### src/host_core_pkg.sv
package host_core_pkg;

   ////////////////////////////////////////
   // Bus widths
   typedef logic [10:0] wb_adr_t;
   typedef logic [15:0] wb_dat_t;
   typedef logic [1:0]  wb_sel_t;
   typedef logic [3:0]  slot_t;

   // Master to slave
   typedef struct packed {
      logic    cyc;
      logic    stb;
      logic    we;
      wb_adr_t adr;
      wb_sel_t sel;
      wb_dat_t dat;
   } wb_m2s_t;

   // Slave to master
   typedef struct packed {
      logic    ack;
      wb_dat_t dat;
   } wb_s2m_t;

   ////////////////////////////////////////
   // Slot decode, top four address bits
   localparam int    SLOT_LSB  = 7;
   localparam slot_t SLOT_MISC = 4'd0;
   localparam slot_t SLOT_UART = 4'd1;

   // Slot 0 offsets
   localparam logic [6:0] MISC_REG_FAST     = 7'd4;
   localparam logic [6:0] MISC_REG_SWITCHES = 7'd6;
   localparam logic [6:0] MISC_REG_GPIOS    = 7'd8;
   localparam wb_dat_t    MISC_FILLER       = 16'hBEEF;

   // Slot 1 register indices, address bits 4 to 2
   localparam logic [2:0] UART_REG_CLKDIV = 3'd0;
   localparam logic [2:0] UART_REG_TXDATA = 3'd1;
   localparam logic [2:0] UART_REG_STATUS = 3'd2;

   typedef enum logic [1:0] {
      IDLE,
      START,
      DATA,
      STOP
   } uart_state_t;

endpackage
### src/host_bus_core.sv
`timescale 1ns/10ps

module host_bus_core #(
   parameter int CLKDIV_DEFAULT = 278,
   parameter int TX_DEPTH_LOG2  = 2
) (
   input  logic                   wb_clk,
   input  logic                   reset_i,
   input  logic                   host_req_i,
   input  logic                   host_we_i,
   input  host_core_pkg::wb_adr_t host_adr_i,
   input  host_core_pkg::wb_dat_t host_wdata_i,
   output logic                   host_busy_o,
   output logic                   host_done_o,
   output host_core_pkg::wb_dat_t host_rdata_o,
   input  logic [7:0]             dip_sw_i,
   input  logic [2:0]             push_btn_i,
   output logic [2:0]             led_o,
   output logic [3:0]             gpio_o,
   output logic                   uart_tx_o
);
   import host_core_pkg::*;

   wb_m2s_t m_req;
   wb_s2m_t m_rsp;
   wb_m2s_t s0_req;
   wb_s2m_t s0_rsp;
   wb_m2s_t s1_req;
   wb_s2m_t s1_rsp;

   ////////////////////////////////////////
   // Host port to Wishbone master
   host_bus_bridge i_host_bus_bridge (
      .wb_clk      (wb_clk),
      .reset_i     (reset_i),
      .host_req_i  (host_req_i),
      .host_we_i   (host_we_i),
      .host_adr_i  (host_adr_i),
      .host_wdata_i(host_wdata_i),
      .host_busy_o (host_busy_o),
      .host_done_o (host_done_o),
      .host_rdata_o(host_rdata_o),
      .wb_req_o    (m_req),
      .wb_rsp_i    (m_rsp)
   );

   wb_single_master_ic i_wb_single_master_ic (
      .wb_clk  (wb_clk),
      .reset_i (reset_i),
      .m_req_i (m_req),
      .m_rsp_o (m_rsp),
      .s0_req_o(s0_req),
      .s0_rsp_i(s0_rsp),
      .s1_req_o(s1_req),
      .s1_rsp_i(s1_rsp)
   );

   ////////////////////////////////////////
   // Slaves
   misc_regs i_misc_regs (
      .wb_clk    (wb_clk),
      .reset_i   (reset_i),
      .wb_req_i  (s0_req),
      .wb_rsp_o  (s0_rsp),
      .dip_sw_i  (dip_sw_i),
      .push_btn_i(push_btn_i),
      .led_o     (led_o),
      .gpio_o    (gpio_o)
   );

   uart_tx_slave #(
      .CLKDIV_DEFAULT(CLKDIV_DEFAULT),
      .TX_DEPTH_LOG2 (TX_DEPTH_LOG2)
   ) i_uart_tx_slave (
      .wb_clk   (wb_clk),
      .reset_i  (reset_i),
      .wb_req_i (s1_req),
      .wb_rsp_o (s1_rsp),
      .uart_tx_o(uart_tx_o)
   );

endmodule

### src/uart_tx_slave.sv
`timescale 1ns/10ps

module uart_tx_slave #(
   parameter int CLKDIV_DEFAULT = 278,
   parameter int TX_DEPTH_LOG2  = 2
) (
   input  logic                   wb_clk,
   input  logic                   reset_i,
   input  host_core_pkg::wb_m2s_t wb_req_i,
   output host_core_pkg::wb_s2m_t wb_rsp_o,
   output logic                   uart_tx_o
);
   import host_core_pkg::*;

   localparam int DEPTH = 1 << TX_DEPTH_LOG2;
   localparam int CNT_W = TX_DEPTH_LOG2 + 1;

   logic [15:0]              clkdiv_q;
   logic [7:0]               mem [DEPTH];
   logic [TX_DEPTH_LOG2-1:0] wr_ptr_q;
   logic [TX_DEPTH_LOG2-1:0] rd_ptr_q;
   logic [CNT_W-1:0]         count_q;
   logic                     ack_q;
   wb_dat_t                  rdata_q;
   wb_dat_t                  status;
   logic [2:0]               reg_idx;
   logic                     access;
   logic                     full;
   logic                     push;
   logic                     pop;

   uart_state_t state_q;
   logic [15:0] baud_cnt_q;
   logic [2:0]  bit_idx_q;
   logic [7:0]  shift_q;
   logic        tx_q;
   logic        bit_end;

   ////////////////////////////////////////
   // Bus side
   assign reg_idx = wb_req_i.adr[4:2];
   // One access per transfer, the cycle before ack
   assign access  = wb_req_i.cyc & wb_req_i.stb & ~ack_q;
   assign full    = (count_q == CNT_W'(DEPTH));
   // Writes into a full FIFO are acked and dropped
   assign push    = access & wb_req_i.we & (reg_idx == UART_REG_TXDATA) & ~full;
   assign pop     = (state_q == IDLE) & (count_q != '0);

   always_comb begin
      status                = '0;
      status[0]             = full;
      status[1]             = (state_q != IDLE);
      status[8 +: CNT_W]    = count_q;
   end

   always_ff @(posedge wb_clk) begin
      if (reset_i) begin
         ack_q    <= 1'b0;
         clkdiv_q <= 16'(CLKDIV_DEFAULT);
      end else begin
         ack_q <= access;
         if (access & wb_req_i.we & (reg_idx == UART_REG_CLKDIV)) begin
            clkdiv_q <= wb_req_i.dat;
         end
      end
   end

   always_ff @(posedge wb_clk) begin
      if (access) begin
         case (reg_idx)
            UART_REG_CLKDIV: rdata_q <= clkdiv_q;
            UART_REG_STATUS: rdata_q <= status;
            default:         rdata_q <= '0;
         endcase
      end
   end

   assign wb_rsp_o.ack = ack_q;
   assign wb_rsp_o.dat = rdata_q;

   ////////////////////////////////////////
   // Transmit FIFO
   always_ff @(posedge wb_clk) begin
      if (push) begin
         mem[wr_ptr_q] <= wb_req_i.dat[7:0];
      end
   end

   always_ff @(posedge wb_clk) begin
      if (reset_i) begin
         wr_ptr_q <= '0;
         rd_ptr_q <= '0;
         count_q  <= '0;
      end else begin
         if (push) begin
            wr_ptr_q <= wr_ptr_q + 1'b1;
         end
         if (pop) begin
            rd_ptr_q <= rd_ptr_q + 1'b1;
         end
         if (push & ~pop) begin
            count_q <= count_q + 1'b1;
         end else if (pop & ~push) begin
            count_q <= count_q - 1'b1;
         end
      end
   end

   ////////////////////////////////////////
   // 8N1 serializer, LSB first
   assign bit_end = (baud_cnt_q == clkdiv_q - 16'd1);

   always_ff @(posedge wb_clk) begin
      if (reset_i) begin
         state_q <= IDLE;
         tx_q    <= 1'b1;
      end else begin
         case (state_q)
            IDLE: begin
               if (pop) begin
                  shift_q    <= mem[rd_ptr_q];
                  baud_cnt_q <= '0;
                  tx_q       <= 1'b0;
                  state_q    <= START;
               end
            end
            START: begin
               baud_cnt_q <= baud_cnt_q + 16'd1;
               if (bit_end) begin
                  baud_cnt_q <= '0;
                  bit_idx_q  <= '0;
                  tx_q       <= shift_q[0];
                  shift_q    <= shift_q >> 1;
                  state_q    <= DATA;
               end
            end
            DATA: begin
               baud_cnt_q <= baud_cnt_q + 16'd1;
               if (bit_end) begin
                  baud_cnt_q <= '0;
                  if (bit_idx_q == 3'd7) begin
                     tx_q    <= 1'b1;
                     state_q <= STOP;
                  end else begin
                     bit_idx_q <= bit_idx_q + 3'd1;
                     tx_q      <= shift_q[0];
                     shift_q   <= shift_q >> 1;
                  end
               end
            end
            STOP: begin
               baud_cnt_q <= baud_cnt_q + 16'd1;
               if (bit_end) begin
                  state_q <= IDLE;
               end
            end
            default: begin
               state_q <= IDLE;
            end
         endcase
      end
   end

   assign uart_tx_o = tx_q;

endmodule

### src/misc_regs.sv
`timescale 1ns/10ps

module misc_regs (
   input  logic                   wb_clk,
   input  logic                   reset_i,
   input  host_core_pkg::wb_m2s_t wb_req_i,
   output host_core_pkg::wb_s2m_t wb_rsp_o,
   input  logic [7:0]             dip_sw_i,
   input  logic [2:0]             push_btn_i,
   output logic [2:0]             led_o,
   output logic [3:0]             gpio_o
);
   import host_core_pkg::*;

   wb_dat_t    fast_q;
   logic [3:0] gpio_q;
   logic [6:0] offset;
   logic       wr_en;

   assign offset = wb_req_i.adr[6:0];
   assign wr_en  = wb_req_i.cyc & wb_req_i.stb & wb_req_i.we;

   always_ff @(posedge wb_clk) begin
      if (reset_i) begin
         fast_q <= '0;
         gpio_q <= '0;
      end else if (wr_en) begin
         if (offset == MISC_REG_FAST) begin
            fast_q <= wb_req_i.dat;
         end
         if (offset == MISC_REG_GPIOS) begin
            gpio_q <= wb_req_i.dat[3:0];
         end
      end
   end

   // GPIO is write-only and falls through to the filler
   always_comb begin
      wb_rsp_o.ack = wb_req_i.cyc & wb_req_i.stb;
      case (offset)
         MISC_REG_FAST:     wb_rsp_o.dat = fast_q;
         MISC_REG_SWITCHES: wb_rsp_o.dat = {5'b0, push_btn_i, dip_sw_i};
         default:           wb_rsp_o.dat = MISC_FILLER;
      endcase
   end

   // Board LED order is swapped on the low two bits
   assign led_o  = {fast_q[2], fast_q[0], fast_q[1]};
   assign gpio_o = gpio_q;

endmodule

### src/wb_single_master_ic.sv
`timescale 1ns/10ps

module wb_single_master_ic (
   input  logic                   wb_clk,
   input  logic                   reset_i,
   input  host_core_pkg::wb_m2s_t m_req_i,
   output host_core_pkg::wb_s2m_t m_rsp_o,
   output host_core_pkg::wb_m2s_t s0_req_o,
   input  host_core_pkg::wb_s2m_t s0_rsp_i,
   output host_core_pkg::wb_m2s_t s1_req_o,
   input  host_core_pkg::wb_s2m_t s1_rsp_i
);
   import host_core_pkg::*;

   // Clock and reset serve the bound bus checks only

   slot_t slot;
   logic  hit_misc;
   logic  hit_uart;

   assign slot     = m_req_i.adr[SLOT_LSB +: $bits(slot_t)];
   assign hit_misc = (slot == SLOT_MISC);
   assign hit_uart = (slot == SLOT_UART);

   ////////////////////////////////////////
   // Request fan-out
   always_comb begin
      s0_req_o     = m_req_i;
      s0_req_o.cyc = m_req_i.cyc & hit_misc;
      s0_req_o.stb = m_req_i.stb & hit_misc;

      s1_req_o     = m_req_i;
      s1_req_o.cyc = m_req_i.cyc & hit_uart;
      s1_req_o.stb = m_req_i.stb & hit_uart;
   end

   ////////////////////////////////////////
   // Response mux
   always_comb begin
      case (slot)
         SLOT_MISC: begin
            m_rsp_o = s0_rsp_i;
         end
         SLOT_UART: begin
            m_rsp_o = s1_rsp_i;
         end
         default: begin
            // Empty slot answers at once so the host never stalls
            m_rsp_o.ack = m_req_i.cyc & m_req_i.stb;
            m_rsp_o.dat = '0;
         end
      endcase
   end

endmodule

### src/host_bus_bridge.sv
`timescale 1ns/10ps

module host_bus_bridge (
   input  logic                   wb_clk,
   input  logic                   reset_i,
   input  logic                   host_req_i,
   input  logic                   host_we_i,
   input  host_core_pkg::wb_adr_t host_adr_i,
   input  host_core_pkg::wb_dat_t host_wdata_i,
   output logic                   host_busy_o,
   output logic                   host_done_o,
   output host_core_pkg::wb_dat_t host_rdata_o,
   output host_core_pkg::wb_m2s_t wb_req_o,
   input  host_core_pkg::wb_s2m_t wb_rsp_i
);
   import host_core_pkg::*;

   logic    cyc_q;
   logic    done_q;
   logic    we_q;
   wb_adr_t adr_q;
   wb_dat_t wdata_q;
   wb_dat_t rdata_q;
   logic    accept;
   logic    ack_seen;

   // Only one transfer in flight, new strobes ignored while busy
   assign accept   = host_req_i & ~cyc_q;
   assign ack_seen = cyc_q & wb_rsp_i.ack;

   always_ff @(posedge wb_clk) begin
      if (reset_i) begin
         cyc_q  <= 1'b0;
         done_q <= 1'b0;
      end else begin
         done_q <= ack_seen;
         if (accept) begin
            cyc_q <= 1'b1;
         end else if (ack_seen) begin
            cyc_q <= 1'b0;
         end
      end
   end

   // Latched request and returned word
   always_ff @(posedge wb_clk) begin
      if (accept) begin
         we_q    <= host_we_i;
         adr_q   <= host_adr_i;
         wdata_q <= host_wdata_i;
      end
      if (ack_seen) begin
         rdata_q <= wb_rsp_i.dat;
      end
   end

   always_comb begin
      wb_req_o.cyc = cyc_q;
      wb_req_o.stb = cyc_q;
      wb_req_o.we  = we_q;
      wb_req_o.adr = adr_q;
      wb_req_o.sel = 2'b11;   // whole words only
      wb_req_o.dat = wdata_q;
   end

   assign host_busy_o  = cyc_q;
   assign host_done_o  = done_q;
   assign host_rdata_o = rdata_q;

endmodule

### config.mk
export PLATFORM = sky130hd
export DESIGN_NAME = host_bus_core
export DESIGN_NICKNAME = d
export VERILOG_FILES = /design/src/host_core_pkg.sv /design/src/host_bus_core.sv /design/src/uart_tx_slave.sv /design/src/misc_regs.sv /design/src/wb_single_master_ic.sv /design/src/host_bus_bridge.sv
export SDC_FILE = /design/constraint.sdc
export NUM_CORES = 1
export LEC_CHECK = 0
export ABC_AREA = 1
export BUFFER_PORTS_ARGS = -buffer_cell sky130_fd_sc_hd__buf_2
export CELL_PAD_IN_SITES_DETAIL_PLACEMENT = 2
export CELL_PAD_IN_SITES_GLOBAL_PLACEMENT = 2
export CORE_UTILIZATION = 35
export DETAILED_ROUTE_END_ITERATION = 7
export PLACE_DENSITY_LB_ADDON = 0.1
export SETUP_SLACK_MARGIN = 0.15
export SLEW_MARGIN = 40
export SYNTH_ARGS = -nofsm -noshare
export SYNTH_HDL_FRONTEND = slang
export SYNTH_HIERARCHICAL = 1
export SYNTH_SLANG_ARGS = --single-unit
### constraint.sdc
create_clock -name wb_clk -period 4.55 [get_ports wb_clk]
set_clock_uncertainty 0.1 [all_clocks]
set_input_delay 0.91 -clock wb_clk [delete_from_list [all_inputs] [get_ports wb_clk]]
set_output_delay 0.91 -clock wb_clk [all_outputs]
set_load 0.005 [all_outputs]
==> results.cfg, run 1 <==
[worst_setup_path]
slowest_stage_cell_cp = sky130_fd_sc_hd__edfxtp_1
crit_arrival_ns = 3.81
regToRegStartpoint = i_host_bus_bridge/adr_q[8]
critPathRequiredTime_ns = 4.76
slack_of_the_worst_reg_to_reg_path_ns = 0.95
rr_worst_depth = 17
critical_path.top_delay_family = simple AND/OR/NAND/NOR gates
timing.critical_path.fanout_max = 18
critPathLaunchType = flip-flop
crit_top_cell = sky130_fd_sc_hd__inv_1
critical_path_class = reg2reg
critical_path_end_type = flip-flop
cpPeakStageDelay_ns = 0.49
critical_path.cell_chain = nor2_4, nand2_1, nor2_1, inv_1, nor3_2, buf_4, nand2_1, inv_1, nand3_1, inv_1, ha_1, inv_1, fa_1, a21oi_1, o21ai_0, o21ai_0, a21oi_1
cp_num_buf_inv = 5
r2r-end = i_uart_tx_slave/count_q[2]

[layout]
insertedDiodeCount = 0
final_layout_size_suffix_gt1_share_pct = 15.2
area_growth_syn_to_layout_pct = 9.87
number_of_nets_at_the_end_of_the_flow = 1047

[clocking]
clock_tree.root_cell = sky130_fd_sc_hd__clkbuf_16
ctsLongestPathBuffers = 2
inserted_clock_buffers = 17
cts-hold-fix-buffers = 0
cts.repair_timing.setup_buffer_count = 0
clk_pin_slew_worst_paths_ns = 0.08
numClockSinks = 170
tritoncts = built
clock_insertion_delay_worst_skew_ns = 0.43
cts.htree.levels = 4
cts-resized-gates = 0

[global_routing]
global_route_wire_length_before_repair_um = 38600
largest_net_degree_at_the_start_of_global_routing = 38
global_route_usage_over_all_layers_pct = 19.9
grt_overflow_total = 0
grt_pass1_vias = 6966
initial_antenna_violation_count = 0

[detailed_routing]
topRoutingLayerUsed = met4
route.final.wire_length_um = 24400
ant_nets = 0
avgViaCountPerCell = 4.93
first_iter_violations = 298
avgRoutedWirePerCell_um = 18.5
routedLengthMet1_um = 11000
route.met2.wl_um = 12300
routed-via-count = 6507
met3RoutedLength_um = 828
drtPass1Iterations = 4
drc_markers = 0

[yosys]
mappedNetlistArea_um2 = 8600
synth_instances = 976
synth.yosys.warnings = 6
postSynthNetCount = 1034
syn-mean-instance-area_um2 = 8.81

[sta]
setup_ws_ns = 0.947
achievable-frequency_mhz = 278
worst_slew_pin_slew_ns = 0.813
drv_slew = 0
slew-limit-headroom_pct = 45.7
finalHoldViolations = 0
period_share_pct = 79.2
finalWorstPathRequiredPeriod_ns = 3.60
rsz0062_at_grt = no
final-setup-viol-count = 0
fin_tns_setup_ns = 0

[die]
number_of_top_level_design_ports = 68
die_footprint_um2 = 25200
die_x_um = 159
floorplan.die.height_um = 159
std_cell_rows = 56
core_area_um2 = 23800
start_util_pct = 36.2

[power]
power_density_nw_per_um2 = 464
ir_worst_vdd_mv = 0.268
p_leak_uw = 0.00398
total_power_uw = 4380

[flow_run]
maxCapViolations = 0

[placement]
place_worst_setup_slack_ns = 1.09
buffer_ports.inserted = 67
last_weighted_congestion_value_of_the_routability_driven_placer = 0.762
detailedPlacementHpwl_um = 18300

[min_path]
holdCritPathClass = reg2reg
worst_hold_path.num_cells = 1
min_from = i_uart_tx_slave/rd_ptr_q[0]

[run_status]
outcome = finished clean
==> layout make-up <==
cell class,count,area (um^2)
flip-flops and latches,170,4590
inverters,121,454
clock buffers,17,425
well taps,319,399
repair buffers,71,365
fillers,2666,14300
clock inverters,15,195
multi-input cells,608,3010
==> metal layers <==
metal / track usage (%) / vias up
li1: - / 3146
met1: 25.8 / 3245
met3: 3.40 / 17
met2: 34.6 / 99
met4: 4.50 / 0
met5: 0 / -
==> report_power, final <==
part	internal (uW)	total, uW	switching [uW]
Clock	842	1540	696
Sequential	1850	2000	156
Combinational	273	837	564
==> layout by cell type (no fill, tap or decap), types with 9 or more instances in the layout <==
cell and count:
sky130_fd_sc_hd__inv_1 115, sky130_fd_sc_hd__nor2_1 156, sky130_fd_sc_hd__dfxtp_1 51, sky130_fd_sc_hd__edfxtp_1 119
sky130_fd_sc_hd__nor2_2 13, sky130_fd_sc_hd__nand2_1 172, sky130_fd_sc_hd__ha_1 15, sky130_fd_sc_hd__nand3_1 85
sky130_fd_sc_hd__buf_2 67, sky130_fd_sc_hd__a21oi_1 26, sky130_fd_sc_hd__nand4_1 9, sky130_fd_sc_hd__xor2_1 10
sky130_fd_sc_hd__a31oi_1 9, sky130_fd_sc_hd__clkbuf_16 17, sky130_fd_sc_hd__o21ai_0 53, sky130_fd_sc_hd__nand2_2 9
==> flip-flops by register name, indices dropped and copies added (netlist names), 4 cells and up, named ones only <==
register / cells
i_uart_tx_slave/shift_q: 8
i_uart_tx_slave/baud_cnt_q: 16
i_misc_regs/fast_q: 16
i_uart_tx_slave/rdata_q: 16
i_host_bus_bridge/wdata_q: 16
i_misc_regs/gpio_o: 4
i_uart_tx_slave/mem: 32
i_uart_tx_slave/clkdiv_q: 16
i_host_bus_bridge/host_rdata_o: 16
i_host_bus_bridge/adr_q: 11
==> how the worst max path moves through the flow <==
stage | cells past startpoint | end | slack [ns] | start
global route | 17 | i_uart_tx_slave/count_q[2] | 0.61 | i_host_bus_bridge/adr_q[8]
CTS | 17 | i_uart_tx_slave/count_q[2] | 0.99 | i_host_bus_bridge/adr_q[8]
detailed placement | 18 | i_uart_tx_slave/count_q[2] | 1.09 | i_host_bus_bridge/adr_q[10]
finish | 17 | i_uart_tx_slave/count_q[2] | 0.95 | i_host_bus_bridge/adr_q[8]
floorplan | 16 | i_uart_tx_slave/count_q[2] | 0.68 | i_host_bus_bridge/adr_q[8]
global placement | 18 | i_uart_tx_slave/count_q[2] | 1.27 | i_host_bus_bridge/adr_q[10]
==> metrics by stage <==
| step | instances | utilization [%] | hold slack [ns] | area (um^2) |
|---|---|---|---|---|
| global route | 1321 | 39.8 | 0.417 | 9440 |
| floorplan | 976 | - | 0.322 | 8600 |
| global placement | 1289 | 37.1 | 0.357 | 8810 |
| detailed placement | 1289 | 37.1 | 0.369 | 8820 |
| CTS | 1321 | 39.7 | 0.388 | 9440 |
| finish | 1321 | 39.8 | 0.385 | 9440 |
(Power assumes the default switching activity.)
==> run 2, diff against run 1 <==
--- a/config.mk
+++ b/config.mk
@@ -5,7 +5,7 @@
 export SDC_FILE = /design/constraint.sdc
 export NUM_CORES = 1
 export LEC_CHECK = 0
-export ABC_AREA = 1
+export ABC_AREA = 0
 export BUFFER_PORTS_ARGS = -buffer_cell sky130_fd_sc_hd__buf_2
 export CELL_PAD_IN_SITES_DETAIL_PLACEMENT = 2
 export CELL_PAD_IN_SITES_GLOBAL_PLACEMENT = 2
==> constraint.sdc (replaced) <==
create_clock -name wb_clk -period 3 [get_ports wb_clk]
set_clock_uncertainty 0.1 [all_clocks]
set_input_delay 0.6 -clock wb_clk [delete_from_list [all_inputs] [get_ports wb_clk]]
set_output_delay 0.6 -clock wb_clk [all_outputs]
set_load 0.005 [all_outputs]
==> results.cfg, run 2 <==
[layout]
insertedDiodeCount = 0
final_core_util_pct = 40.5
mostFrequentLayoutCell = sky130_fd_sc_hd__edfxtp_1
layout_common_cells = sky130_fd_sc_hd__edfxtp_1 (119), sky130_fd_sc_hd__buf_2 (67), sky130_fd_sc_hd__nand2_1 (54)
flip_flop_count_of_the_largest_register_after_layout = 32
number_of_nets_at_the_end_of_the_flow = 811
fillers = 2454
max_flop_register = i_uart_tx_slave/mem
final_layout_size_suffix_gt1_share_pct = 26.0
area_growth_syn_to_layout_pct = 13.7

[worst_setup_path]
cp_num_buf_inv = 0
critical_path_end_type = flip-flop
crit_arrival_ns = 2.78
critPathRequiredTime_ns = 3.03
timing.critical_path.fanout_max = 8
cpPeakStageDelay_ns = 0.57
critical_path.cell_chain = or4_4, or3_4, a2111oi_4, a311o_2, o2111a_2, or2_1, and3_4
critical_path.top_delay_family = simple AND/OR/NAND/NOR gates
critical_path_class = reg2reg
critPathLaunchType = flip-flop
slowest_stage_cell_cp = sky130_fd_sc_hd__or4_4

[die]
core_area_um2 = 23500
die_x_um = 157
floorplan.die.height_um = 157
die_footprint_um2 = 24500
number_of_top_level_design_ports = 68
start_util_pct = 35.6
std_cell_rows = 56

[detailed_routing]
route.final.wire_length_um = 22700
avgViaCountPerCell = 5.06
drtPass1Iterations = 4
routed-via-count = 5492
ant_nets = 0
avgRoutedWirePerCell_um = 20.9
first_iter_violations = 212
drc_markers = 0

[global_routing]
global_route_usage_over_all_layers_pct = 19.5
largest_net_degree_at_the_start_of_global_routing = 29
grt_use_met1_pct = 24.3
grt_pass1_vias = 6147
globalRouteMet2Util_pct = 35.5
initial_antenna_violation_count = 0
grt_most_used_layer = met2
grt_overflow_total = 0
global_route_wire_length_before_repair_um = 35300
grt_util_met3_pct = 2.74

[yosys]
synth_instances = 720
postSynthNetCount = 778
mappedNetlistArea_um2 = 8370
syn-mean-instance-area_um2 = 11.6
synth.yosys.warnings = 6

[clocking]
clock_insertion_delay_worst_skew_ns = 0.43
numClockSinks = 170
cts-hold-fix-buffers = 0
ctsLongestPathBuffers = 2
tritoncts = built
clock_tree.root_cell = sky130_fd_sc_hd__clkbuf_16
cts.htree.levels = 4
inserted_clock_buffers = 17
clk_pin_slew_worst_paths_ns = 0.07

[sta]
achievable-frequency_mhz = 364
finalHoldViolations = 0
drv_slew = 0
rsz0062_at_grt = no
worst_slew_pin_slew_ns = 0.726
final-setup-viol-count = 0
finalWorstPathRequiredPeriod_ns = 2.75
slew-limit-headroom_pct = 51.6
fin_tns_setup_ns = 0
period_share_pct = 91.6

[power]
ir_worst_vdd_mv = 0.295
power_density_nw_per_um2 = 696
p_leak_uw = 0.00342

[run_status]
outcome = finished clean

[flow_run]
maxCapViolations = 0

[min_path]
holdCritPathClass = in2reg

[placement]
buffer_ports.inserted = 67
last_weighted_congestion_value_of_the_routability_driven_placer = 0.790
detailedPlacementHpwl_um = 17000
==> run 2: cell count changes in the layout (fill, tap and decap cells not counted), moves of 12 or more <==
cell,change
sky130_fd_sc_hd__xor2_1,+13
sky130_fd_sc_hd__nand2b_1,+13
sky130_fd_sc_hd__nand2_1,-118
sky130_fd_sc_hd__inv_1,-103
sky130_fd_sc_hd__nor2_1,-103
sky130_fd_sc_hd__mux2i_1,+32
sky130_fd_sc_hd__o31ai_1,+12
sky130_fd_sc_hd__and2_1,+14
sky130_fd_sc_hd__nand3_1,-71
sky130_fd_sc_hd__buf_4,+34
sky130_fd_sc_hd__o21ai_0,-46
==> run 2: report_power, final <==
group	switching [uW]	leakage, uW	total [uW]	internal (uW)
Combinational	756	0.00161	1380	624
Clock	963	0.000271	2140	1170
Sequential	283	0.00154	3110	2820
==> run 2: area by class of cell <==
type,instances,area [um^2],area share [%]
repair buffers,106,641,6.73
multi-input cells,446,3280,34.4
flip-flops and latches,170,4590,48.3
clock buffers,19,443,4.65
clock inverters,13,118,1.24
well taps,319,399,4.19
inverters,12,45.0,0.473
==> run 2: layer usage <==
metal  up-vias  wire [um]
met1      2788      10200
li1       2619          -
met5         -          0
met4         0        181
met2        70      11900
met3        15        435
==> run 2: worst paths after layout <==
kind,start,to,slack (ns),cells after the start
worst max-delay path,i_uart_tx_slave/clkdiv_q[10],i_uart_tx_slave/shift_q[4],0.25,7
worst min-delay path,host_adr_i[4],i_host_bus_bridge/adr_q[4],0.24,1
worst max register to register,i_uart_tx_slave/clkdiv_q[10],i_uart_tx_slave/shift_q[4],0.25,7
worst min register to register,i_misc_regs/fast_q[14],i_misc_regs/fast_q[14],0.37,2
==> run 2: timing repair <==
item | in CTS | in global routing
pin swaps | 1 | 8
buffers inserted | 1 | 3
resized for setup | 2 | 9
endpoints found under the setup margin | 13 | 30
endpoints found under the hold margin | 0 | 0
==> run 2: per-stage QoR <==
stage	area, um^2	std cells	hold slack (ns)	total power [uW]	worst slack [ns]
after global placement	8850	1048	0.358	4470	0.107
after detailed placement	8860	1049	0.369	4550	0.101
after floorplan	8420	720	0.344	4090	0.112
after CTS	9430	1082	0.230	6700	0.154
final	9520	1085	0.245	6620	0.252
after global routing	9520	1085	0.223	6970	0.144
